### config.mk
export PLATFORM = sky130hd
export DESIGN_NAME = albuf_top
export DESIGN_NICKNAME = d
export VERILOG_FILES = /design/src/hdl/albuf_bus_pkg.sv /design/src/hdl/albuf_ctrl_pkg.sv /design/src/hdl/albuf_fetch_ctrl.sv /design/src/hdl/albuf_word_queue.sv /design/src/hdl/albuf_aligner.sv /design/src/hdl/albuf_top.sv
export SDC_FILE = /design/constraint.sdc
export NUM_CORES = 1
export LEC_CHECK = 0
export ABC_AREA = 1
export BUFFER_PORTS_ARGS = -buffer_cell sky130_fd_sc_hd__buf_4
export CAP_MARGIN = 20
export CORE_ASPECT_RATIO = 0.8
export CORE_MARGIN = 3
export CORE_UTILIZATION = 40
export DETAILED_ROUTE_END_ITERATION = 16
export HOLD_SLACK_MARGIN = 0.06
export SYNTH_ARGS = -nofsm -noshare
export SYNTH_HDL_FRONTEND = slang
export SYNTH_SLANG_ARGS = --single-unit
### constraint.sdc
create_clock -name clk -period 4.89 [get_ports clk]
set_input_delay 0.978 -clock clk [delete_from_list [all_inputs] [get_ports clk]]
set_output_delay 0.978 -clock clk [all_outputs]
set_load 0.1 [all_outputs]
### src/hdl/albuf_bus_pkg.sv
package albuf_bus_pkg;

  //////////////////////////////
  // Fetch bus limits and markers
  //////////////////////////////

  // Bus requests allowed in flight at once
  parameter int unsigned MAX_OUTSTANDING = 2;

  // Low two bits of a halfword that starts a 32-bit instruction
  parameter logic [1:0] OPCODE_FULL = 2'b11;

  //////////////////////////////
  // Bus response and output types
  //////////////////////////////

  // One word returned by the fetch bus
  typedef struct packed {
    logic [31:0] rdata;
    logic        err;
  } fetch_resp_t;

  // One whole instruction handed to decode
  typedef struct packed {
    logic [31:0] instr;
    // Set if any word the instruction came from faulted
    logic        err;
    logic [31:0] addr;
  } instr_out_t;

endpackage

### src/hdl/albuf_ctrl_pkg.sv
package albuf_ctrl_pkg;

  //////////////////////////////
  // Controller to buffer
  //////////////////////////////

  // Branch and fetch control from the core controller
  typedef struct packed {
    // Fetch enable, held as a level
    logic        instr_req;
    // Single-cycle pulse that redirects fetch to target
    logic        pc_set;
    // Single-cycle pulse that drops everything buffered
    logic        kill;
    // Branch destination, halfword aligned
    logic [31:0] target;
  } branch_ctrl_t;

  //////////////////////////////
  // Write-side tracking state
  //////////////////////////////

  // Where the next incoming word sits relative to instruction boundaries
  // Used to count complete instructions as words arrive
  typedef enum logic [1:0] {
    // Next word starts on an instruction boundary
    ALIGNED  = 2'd0,
    // Branch target was in the upper half
    // Lower half of the next word is not part of the stream
    SKIP_LOW = 2'd1,
    // Lower half of the next word ends a 32-bit instruction
    SPLIT    = 2'd2
  } align_state_e;

  // Tracking state right after a branch
  function automatic align_state_e branch_state(input logic [31:0] target);
    branch_state = target[1] ? SKIP_LOW : ALIGNED;
  endfunction

endpackage

### src/hdl/albuf_fetch_ctrl.sv
module albuf_fetch_ctrl #(
  parameter int unsigned DEPTH = 3
) (
  input  logic                         clk,
  input  logic                         rst_n,
  input  albuf_ctrl_pkg::branch_ctrl_t ctrl_i,
  output logic                         fetch_valid_o,
  input  logic                         fetch_ready_i,
  output logic                         fetch_branch_o,
  output logic [31:0]                  fetch_branch_addr_o,
  input  logic                         resp_valid_i,
  input  logic [31:0]                  resp_rdata_i,
  input  logic                         pop_i,
  output logic                         resp_accept_o,
  output logic                         busy_o
);
  import albuf_bus_pkg::*;
  import albuf_ctrl_pkg::*;

  // Each buffered word can hold up to two instructions
  localparam int unsigned ICNT_W = $clog2(2 * DEPTH + 1);
  localparam int unsigned OCNT_W = $clog2(MAX_OUTSTANDING + 1);

  logic [OCNT_W-1:0] out_cnt_q, out_cnt_n;
  logic [OCNT_W-1:0] flush_q, flush_n, flush_branch;
  logic [ICNT_W-1:0] instr_cnt_q, instr_cnt_n, pend_cnt;
  align_state_e      state_q, state_n;
  logic [1:0]        n_incoming;
  logic              pop_q;
  logic              req_fire;
  logic              hi_full, lo_full;

  //////////////////////////////
  // Fetch request decision
  //////////////////////////////

  // Emission counted one cycle late to keep ready out of this path
  assign pend_cnt = instr_cnt_q - ICNT_W'(pop_q);

  // Fetch when low on instructions, or on a branch, with room in flight
  assign fetch_valid_o = ctrl_i.instr_req &&
                         (out_cnt_q < OCNT_W'(MAX_OUTSTANDING)) &&
                         (ctrl_i.pc_set ||
                          (pend_cnt == '0) ||
                          ((pend_cnt == ICNT_W'(1)) && (out_cnt_q == '0)));

  assign req_fire            = fetch_valid_o && fetch_ready_i;
  assign fetch_branch_o      = ctrl_i.pc_set;
  assign fetch_branch_addr_o = {ctrl_i.target[31:1], 1'b0};
  assign busy_o              = (out_cnt_q != '0) || fetch_valid_o;

  // Stale words are dropped, as is a word landing on a branch or kill
  assign resp_accept_o = resp_valid_i && (flush_q == '0) && !ctrl_i.pc_set && !ctrl_i.kill;

  // Outstanding requests
  assign out_cnt_n = out_cnt_q + OCNT_W'(req_fire) - OCNT_W'(resp_valid_i);

  // Every word still owed at a branch belongs to the old path
  // A word arriving right now is already accounted for
  assign flush_branch = out_cnt_q - OCNT_W'(resp_valid_i);

  always_comb begin
    flush_n = flush_q;
    if (ctrl_i.pc_set) begin
      flush_n = flush_branch;
    end else if (resp_valid_i && (flush_q != '0)) begin
      flush_n = flush_q - OCNT_W'(1);
    end
  end

  //////////////////////////////
  // Complete instruction tracking
  //////////////////////////////

  assign lo_full = (resp_rdata_i[1:0] == OPCODE_FULL);
  assign hi_full = (resp_rdata_i[17:16] == OPCODE_FULL);

  always_comb begin
    state_n    = state_q;
    n_incoming = 2'd0;
    if (ctrl_i.pc_set) begin
      state_n = branch_state(ctrl_i.target);
    end else if (resp_accept_o) begin
      case (state_q)
        // Whole word is one 32-bit instruction, or lower half compressed
        ALIGNED: begin
          if (lo_full) begin
            n_incoming = 2'd1;
          end else begin
            n_incoming = hi_full ? 2'd1 : 2'd2;
            state_n    = hi_full ? SPLIT : ALIGNED;
          end
        end
        // Only the upper half counts
        SKIP_LOW: begin
          n_incoming = hi_full ? 2'd0 : 2'd1;
          state_n    = hi_full ? SPLIT : ALIGNED;
        end
        // Lower half closes the pending instruction
        default: begin
          n_incoming = hi_full ? 2'd1 : 2'd2;
          state_n    = hi_full ? SPLIT : ALIGNED;
        end
      endcase
    end
  end

  always_comb begin
    if (ctrl_i.pc_set || ctrl_i.kill) begin
      instr_cnt_n = '0;
    end else begin
      instr_cnt_n = instr_cnt_q + ICNT_W'(n_incoming) - ICNT_W'(pop_q);
    end
  end

  always_ff @(posedge clk or negedge rst_n) begin
    if (!rst_n) begin
      out_cnt_q   <= '0;
      flush_q     <= '0;
      instr_cnt_q <= '0;
      state_q     <= ALIGNED;
      pop_q       <= 1'b0;
    end else begin
      out_cnt_q   <= out_cnt_n;
      flush_q     <= flush_n;
      instr_cnt_q <= instr_cnt_n;
      state_q     <= state_n;
      pop_q       <= pop_i;
    end
  end

  // Request limit holds over any mix of grants and responses
  assert property (@(posedge clk) disable iff (!rst_n)
    out_cnt_q <= OCNT_W'(MAX_OUTSTANDING))
    else $error("outstanding count above limit");

  // Bus never answers a request it was not given
  assert property (@(posedge clk) disable iff (!rst_n)
    resp_valid_i |-> (out_cnt_q != '0))
    else $error("response with no request in flight");

endmodule

### src/hdl/albuf_word_queue.sv
module albuf_word_queue #(
  parameter int unsigned DEPTH = 3
) (
  input  logic                       clk,
  input  logic                       rst_n,
  input  logic                       clear_i,
  input  logic                       kill_i,
  input  logic                       push_i,
  input  albuf_bus_pkg::fetch_resp_t push_data_i,
  input  logic                       advance_i,
  output albuf_bus_pkg::fetch_resp_t head_o,
  output logic                       head_valid_o,
  output albuf_bus_pkg::fetch_resp_t next_o,
  output logic                       next_valid_o
);
  import albuf_bus_pkg::*;

  localparam int unsigned PTR_W = $clog2(DEPTH);

  fetch_resp_t            mem_q [DEPTH];
  logic [DEPTH-1:0]       valid_q, valid_n;
  logic [PTR_W-1:0]       wptr_q, rptr_q, rptr2;

  // Step a pointer, wrapping after the last entry
  function automatic logic [PTR_W-1:0] wrap_inc(input logic [PTR_W-1:0] ptr);
    if (ptr == PTR_W'(DEPTH - 1)) begin
      wrap_inc = '0;
    end else begin
      wrap_inc = ptr + PTR_W'(1);
    end
  endfunction

  //////////////////////////////
  // Read side
  //////////////////////////////

  // Entry after the head supplies the lower half of a split instruction
  assign rptr2 = wrap_inc(rptr_q);

  assign head_o       = mem_q[rptr_q];
  assign head_valid_o = valid_q[rptr_q];
  assign next_o       = mem_q[rptr2];
  assign next_valid_o = valid_q[rptr2];

  //////////////////////////////
  // Valid bits and pointers
  //////////////////////////////

  // Set before clear so a bypassed word that is consumed at once
  // leaves its slot empty
  always_comb begin
    valid_n = valid_q;
    if (push_i) begin
      valid_n[wptr_q] = 1'b1;
    end
    if (advance_i) begin
      valid_n[rptr_q] = 1'b0;
    end
  end

  always_ff @(posedge clk or negedge rst_n) begin
    if (!rst_n) begin
      wptr_q  <= '0;
      rptr_q  <= '0;
      valid_q <= '0;
    end else if (clear_i) begin
      // Branch starts from an empty queue at slot zero
      wptr_q  <= '0;
      rptr_q  <= '0;
      valid_q <= '0;
    end else if (kill_i) begin
      valid_q <= '0;
    end else begin
      valid_q <= valid_n;
      if (push_i) begin
        wptr_q <= wrap_inc(wptr_q);
      end
      if (advance_i) begin
        rptr_q <= wrap_inc(rptr_q);
      end
    end
  end

  // Payload storage
  always_ff @(posedge clk) begin
    if (push_i) begin
      mem_q[wptr_q] <= push_data_i;
    end
  end

  // Request throttling upstream must keep a free slot for every word
  assert property (@(posedge clk) disable iff (!rst_n)
    push_i |-> !valid_q[wptr_q])
    else $error("push into occupied queue entry");

endmodule

### src/hdl/albuf_aligner.sv
module albuf_aligner (
  input  logic                         clk,
  input  logic                         rst_n,
  input  albuf_ctrl_pkg::branch_ctrl_t ctrl_i,
  input  albuf_bus_pkg::fetch_resp_t   head_i,
  input  logic                         head_valid_i,
  input  albuf_bus_pkg::fetch_resp_t   next_i,
  input  logic                         next_valid_i,
  input  logic                         resp_accept_i,
  input  albuf_bus_pkg::fetch_resp_t   resp_i,
  output logic                         instr_valid_o,
  input  logic                         instr_ready_i,
  output albuf_bus_pkg::instr_out_t    instr_o,
  output logic                         advance_o,
  output logic                         pop_o
);
  import albuf_bus_pkg::*;

  logic [31:0]  addr_q, addr_n, addr_incr;
  fetch_resp_t  word, hi_word;
  logic         word_ok, split_ok;
  logic         aligned_c, unaligned_c;
  logic         fire;

  //////////////////////////////
  // Source selection
  //////////////////////////////

  // Head word if buffered, else the response on the bus this cycle
  assign word    = head_valid_i ? head_i : resp_i;
  assign word_ok = head_valid_i || resp_accept_i;

  // Second word of a split instruction
  assign hi_word  = next_valid_i ? next_i : resp_i;
  assign split_ok = next_valid_i || (head_valid_i && resp_accept_i);

  // Compressed checks only matter while the output is valid
  assign aligned_c   = (word.rdata[1:0] != OPCODE_FULL);
  assign unaligned_c = (word.rdata[17:16] != OPCODE_FULL);

  //////////////////////////////
  // Output instruction
  //////////////////////////////

  always_comb begin
    instr_o.addr  = addr_q;
    instr_o.instr = word.rdata;
    instr_o.err   = word.err;
    if (addr_q[1]) begin
      // Upper half of head, lower half of the following word
      instr_o.instr = {hi_word.rdata[15:0], word.rdata[31:16]};
      if (!unaligned_c) begin
        instr_o.err = word.err || hi_word.err;
      end
    end
  end

  always_comb begin
    if (ctrl_i.kill || ctrl_i.pc_set) begin
      // Old path is being dropped
      instr_valid_o = 1'b0;
    end else if (addr_q[1] && !unaligned_c) begin
      instr_valid_o = split_ok;
    end else begin
      instr_valid_o = word_ok;
    end
  end

  assign fire  = instr_valid_o && instr_ready_i;
  assign pop_o = fire;

  // Head word is used up once nothing of it is left for the next instruction
  assign advance_o = fire && (addr_q[1] || !aligned_c);

  //////////////////////////////
  // Halfword address
  //////////////////////////////

  assign addr_incr = {addr_q[31:2], 2'b00} + 32'd4;

  always_comb begin
    if (addr_q[1]) begin
      // A split 32-bit instruction ends mid-word
      addr_n = {addr_incr[31:2], unaligned_c ? 2'b00 : 2'b10};
    end else if (aligned_c) begin
      addr_n = {addr_q[31:2], 2'b10};
    end else begin
      addr_n = addr_incr;
    end
  end

  always_ff @(posedge clk or negedge rst_n) begin
    if (!rst_n) begin
      addr_q <= '0;
    end else if (ctrl_i.pc_set) begin
      addr_q <= {ctrl_i.target[31:1], 1'b0};
    end else if (fire) begin
      addr_q <= addr_n;
    end
  end

endmodule

### src/hdl/albuf_top.sv
module albuf_top #(
  parameter int unsigned DEPTH = 3
) (
  input  logic                         clk,
  input  logic                         rst_n,
  input  albuf_ctrl_pkg::branch_ctrl_t ctrl_i,
  output logic                         fetch_valid_o,
  input  logic                         fetch_ready_i,
  output logic                         fetch_branch_o,
  output logic [31:0]                  fetch_branch_addr_o,
  input  logic                         resp_valid_i,
  input  albuf_bus_pkg::fetch_resp_t   resp_i,
  output logic                         instr_valid_o,
  input  logic                         instr_ready_i,
  output albuf_bus_pkg::instr_out_t    instr_o,
  output logic                         busy_o
);
  import albuf_bus_pkg::*;

  // Stage to stage strobes
  logic        resp_accept;
  logic        pop;
  logic        advance;

  // Queue read side
  fetch_resp_t head, next;
  logic        head_valid, next_valid;

  //////////////////////////////
  // Request stage
  //////////////////////////////

  albuf_fetch_ctrl #(
    .DEPTH (DEPTH)
  ) u_fetch_ctrl (
    .clk                 (clk),
    .rst_n               (rst_n),
    .ctrl_i              (ctrl_i),
    .fetch_valid_o       (fetch_valid_o),
    .fetch_ready_i       (fetch_ready_i),
    .fetch_branch_o      (fetch_branch_o),
    .fetch_branch_addr_o (fetch_branch_addr_o),
    .resp_valid_i        (resp_valid_i),
    .resp_rdata_i        (resp_i.rdata),
    .pop_i               (pop),
    .resp_accept_o       (resp_accept),
    .busy_o              (busy_o)
  );

  // Word storage
  albuf_word_queue #(
    .DEPTH (DEPTH)
  ) u_word_queue (
    .clk          (clk),
    .rst_n        (rst_n),
    .clear_i      (ctrl_i.pc_set),
    .kill_i       (ctrl_i.kill),
    .push_i       (resp_accept),
    .push_data_i  (resp_i),
    .advance_i    (advance),
    .head_o       (head),
    .head_valid_o (head_valid),
    .next_o       (next),
    .next_valid_o (next_valid)
  );

  // Output stage
  albuf_aligner u_aligner (
    .clk           (clk),
    .rst_n         (rst_n),
    .ctrl_i        (ctrl_i),
    .head_i        (head),
    .head_valid_i  (head_valid),
    .next_i        (next),
    .next_valid_i  (next_valid),
    .resp_accept_i (resp_accept),
    .resp_i        (resp_i),
    .instr_valid_o (instr_valid_o),
    .instr_ready_i (instr_ready_i),
    .instr_o       (instr_o),
    .advance_o     (advance),
    .pop_o         (pop)
  );

endmodule

Word level (Yosys, flattened, before mapping)
Memory sizes are Yosys's and may differ from the RTL's. Cells that the tools add are included.

Eq/ne operators: 11. $add $sub $neg: 10. Bitwise operators: 3. Order comparisons: 6. Reductions and logical operators: 40. Multiplexer cells: 48.

Operators with widths (count): $mux 32 (4); $mux 33 (2); $mux 2 (20); $add 32x3->32 const B (1); $mux 17 (1); $mux 3 (5); $logic_and 1x1->1 (14); $reduce_bool 2->1 (6); $mux 1 (11); $lt 2x3->1 const B (3); $eq 2x2->1 const B (4); $logic_or 1x1->1 (8); $reduce_and 2->1 (4); $logic_not 2->1 (3); $sub 3x1->3 (2); $add 2x1->2 const B (2); $bmux 1 s2 (2); $demux 1 s2 (2); $ge 2x1->1 const B (2); $logic_not 1->1 (4); $ne 2x2->1 const B (2); $pmux 2 s2 (1); $sub 2x1->2 (2); $add 3x2->3 (1); 12 further kinds (12).

RAM bits: 99. Memories kept: 1. Output and inout port bits: 101. Logic and storage cells: 129. Flip-flop bits (word level): 49. Input bits: 73.

Memories: u_word_queue.mem_q (depth 3, bits a word 33, rd ports 2, clocked after memory_dff 0, write ports 1, RTL line albuf_word_queue.sv:20) `fetch_resp_t mem_q [DEPTH];`.

Logic depth before layout (Yosys ltp)
Depth in word-level cells: 13. Mapped depth: 15. Gate-level depth less buffers: 14.

Cells and area by module
Synthesis repeated with hierarchy kept, for this count alone.

Cell total of the unflattened synthesis: 1143. Area total of the unflattened synthesis: 8822.2 um^2.

By module, submodules not included: albuf_word_queue (area each 4545.6 um^2, instances 1, sequential area each 3148.0 um^2, cells each 444); albuf_aligner (area each 3331.9 um^2, instances 1, sequential area each 775.7 um^2, cells each 577); albuf_fetch_ctrl (area each 944.7 um^2, instances 1, sequential area each 250.2 um^2, cells each 122).

Worst setup path before layout
OpenSTA, ideal clock, no wires.

Path kind: reg2out. Start: register u_aligner.addr_q[1]. End: output port instr_o[37] (netlist bit). Arrival time: 3.709 ns. Cell stages (with the launch flop): 5. Path buffers: 2. Slack: 0.203 ns. Cell sequence: dfrtp_1 inv_1 clkbuf_1 clkbuf_1 o21ai_0.

RTL lines: start, declared (RTL line albuf_aligner.sv:19) `logic [31:0] addr_q, addr_n, addr_incr;`; start signal, assigned (RTL line albuf_aligner.sv:96) `addr_q <= {ctrl_i.target[31:1], 1'b0};`; start signal, assigned (RTL line albuf_aligner.sv:98) `addr_q <= addr_n;`; end, declared (RTL line albuf_top.sv:15) `output albuf_bus_pkg::instr_out_t instr_o,`.

==> reports/results.tsv <==
metric	value	unit
PortBufs	170	
Yosys Warn Count	0	
startpoint types	flop	
CTS Hold Bufs	0	
pin count of the biggest net entering global routing	49	
CP endpoint kind	primary output	
placed cells	1368	
Die W	170	µm
Clk pin slew, worst setup/hold paths	0.07	ns
Top FF cell, synth	edfxtp_1	
clock sinks	147	
post-synthesis sequential area ratio	48.7	%
die footprint	23200	µm²
R2R Path End	u_word_queue.valid_q[0]	
FMAX	0.223	GHz
reg2reg path depth	11	
setup bufs post-CTS	0	
Residual DRC	0	
IO Count	174	
Post-Syn Area	8580	µm²
RSZ-0062 raised after global routing	false	
final worst setup slack	0.410	ns
number of synthesized flops with an enable pin	99	
most numerous cell in the Yosys netlist	nand2_1	
share of the synthesized area in the top cell type	34.7	%
type of the most critical hold path	flop to flop	
Antenna Cells	0	
Die Y	137	µm
Max Cap Violations	0	
fillers	1953	
Final Critical Period	4.48	ns
vias in the first global route	6930	
worst r2r src	u_word_queue.rptr_q[1]	
crit path max-delay cell type	o21ai_0	
PostCTS Resize Cnt	0	
Site Rows	47	
H-tree depth	4	
Synth async-reset ratio	32.7	%
Power Density	415	nW/µm²
Crit Path Class	flop to primary output	
Post-synth top cells	281 x nand2_1, 99 x edfxtp_1, 83 x o21ai_0	
Power Total	4.33	mW
CP Capture Point	instr_o[40]	
Synth area leader	edfxtp_1	
P_leak	4.38	nW
Setup Viol. Count Final	0	
status	finished, final reports clean	
post-synthesis cell count	1003	
share of layout cells above drive strength 1	23.4	%
TritonCTS Buffers	17	
final non-filler cell total	1402	
first-pass GRT wire length	37500	µm
drt wl/cell	17.0	µm
Worst Clk Skew	0.0123	ns
dominant cells by area after synthesis	edfxtp_1 35%, dfrtp_1 14%, nand2_1 12%	
clock latency on the worst-skew pair	0.43	ns
CP arrival	3.50	ns
Critical Path Max Stage Delay	0.82	ns
FF-to-FF setup slack	1.12	ns
antenna viol nets, final	0	
post-synthesis register bit count	147	
CTS root buffer	clkbuf_16	
drt total wl	23900	µm
post-synthesis cell type count	48	
worst vdd ir	226	µV
pre-CTS WS	0.903	ns
required time of the critical path	3.91	ns
initial antenna violation count	0	
GPL Wtd Cong	0.904	
initial core utilization	41.1	%
via/cell ratio	5.32	
CTS tree	yes	
Worst path most repeated cell	nand3_2	
Total GRT Usage	20.7	%
Congestion Overflow GR	0	
Max transition margin	41.8	%
CTS max path bufs	2	
Nets	1203	
Final Cycle Share	91.6	%
via count	7452	
CP Max Fanout	37	
final-report max-slew violation count	0	
crit path launch	u_word_queue.rptr_q[1]	
Iter 0 DRT Violations	777	
post-synthesis average cell area	8.55	µm²
Cell Chain, Critical Path	inv_2 > nand3_2 > nand3_2 > o21ai_0 > o22ai_1 > buf_4	
placed wire-length estimate	16300	µm
core footprint	20900	µm²
Fin. Hold Viols	0	
synthesis-to-finish area growth	21.7	%
drt first pass iters	5	
Worst-Margin Slew	0.872	ns
setup_tns	0	ns
==> state kept, by name, summed over array words and instances (netlist names) <==
signal,count
u_fetch_ctrl.out_cnt_q,2
u_word_queue.wptr_q,2
u_word_queue.rptr_q,2
u_fetch_ctrl.pop_q,1
u_aligner.addr_q,31
u_word_queue.mem_q,99
u_fetch_ctrl.instr_cnt_q,3
u_fetch_ctrl.flush_q,2
u_word_queue.valid_q,3
u_fetch_ctrl.state_q,2
==> kinds of logic (layout without fill, tap and decap cells) <==
| kind of cell | Yosys count | count (layout) | share of synthesized area, % |
|---|---|---|---|
| buffers and inverters | 167 | 296 | 9.66 |
| adder cells (fa/ha/maj) | 10 | 10 | 1.55 |
| other | 1 | 2 | 0.0437 |
| AO/OA/AOI/OAI | 170 | 170 | 11.5 |
| flip-flops | 147 | 147 | 48.7 |
| XOR/XNOR | 18 | 18 | 1.84 |
| AND/OR/NAND/NOR | 490 | 490 | 26.7 |
==> final cells by class <==
class | instances | area (µm²) | area share (%)
well taps | 269 | 337 | 3.22
clock inverters | 15 | 196 | 1.88
multi-input cells | 690 | 3600 | 34.5
repair buffers | 183 | 1410 | 13.5
clock buffers | 17 | 425 | 4.07
flip-flops and latches | 147 | 4170 | 40.0
inverters | 81 | 304 | 2.91
==> report_power, final <==
group / internal (mW) / switching, mW
Combinational: 0.322 / 1.18
Clock: 0.700 / 0.638
Sequential: 1.40 / 0.0830
==> how the worst min path moves through the flow <==
stage,startpoint,to,depth (start not counted)
finish,u_fetch_ctrl.flush_q[1],u_fetch_ctrl.flush_q[1],2
global route,u_fetch_ctrl.state_q[1],u_fetch_ctrl.state_q[1],2
CTS,u_fetch_ctrl.state_q[0],u_fetch_ctrl.state_q[0],2
detailed placement,u_fetch_ctrl.state_q[0],u_fetch_ctrl.state_q[0],2
global placement,u_fetch_ctrl.state_q[0],u_fetch_ctrl.state_q[0],2
floorplan,u_fetch_ctrl.state_q[0],u_fetch_ctrl.state_q[0],2
==> critical path: cells and delay by family (launching register included) <==
family | cells | cell delay [ns]
simple gates | 2 | 0.73
flops | 1 | 0.72
buf+inv | 2 | 0.60
compound gates | 2 | 1.01
==> through the flow <==
step / cell area, µm² / hold WS (ns) / util, %
floorplan: 8580 / 0.465 / -
global placement: 9770 / 0.487 / 46.8
detailed placement: 9770 / 0.498 / 46.8
CTS: 10400 / 0.515 / 49.8
global route: 10400 / 0.549 / 50.0
finish: 10400 / 0.520 / 50.0
==> layout by cell type, fill, tap and decap left out, types with 5 or more instances in the layout <==
master,synthesis,final
nand3_1,70,70
dfrtp_1,48,48
nor2_1,57,55
inv_8,0,5
nand2_1,281,281
nand4_1,21,21
xor2_1,13,13
o22ai_1,18,18
a21oi_1,29,29
clkbuf_16,0,17
o221ai_1,8,8
nor3_1,14,12
edfxtp_1,99,99
o211ai_1,6,6
xnor2_1,5,5
ha_1,9,9
inv_1,78,77
nand3_2,33,33
buf_4,36,181
clkinv_8,0,7
o21ai_0,83,83
==> routing by layer <==
metal | up-vias | GRT usage, % | wire length (µm) | share of wire, %
li1 | 3637 | - | - | -
met1 | 3517 | 30.7 | 11300 | 47
met2 | 270 | 30.7 | 10600 | 45
met3 | 28 | 3.67 | 1500 | 6.3
met4 | 0 | 6.72 | 388 | 1.6
met5 | - | 0 | 0 | 0
Note: power is estimated with default switching activity, not from simulation.
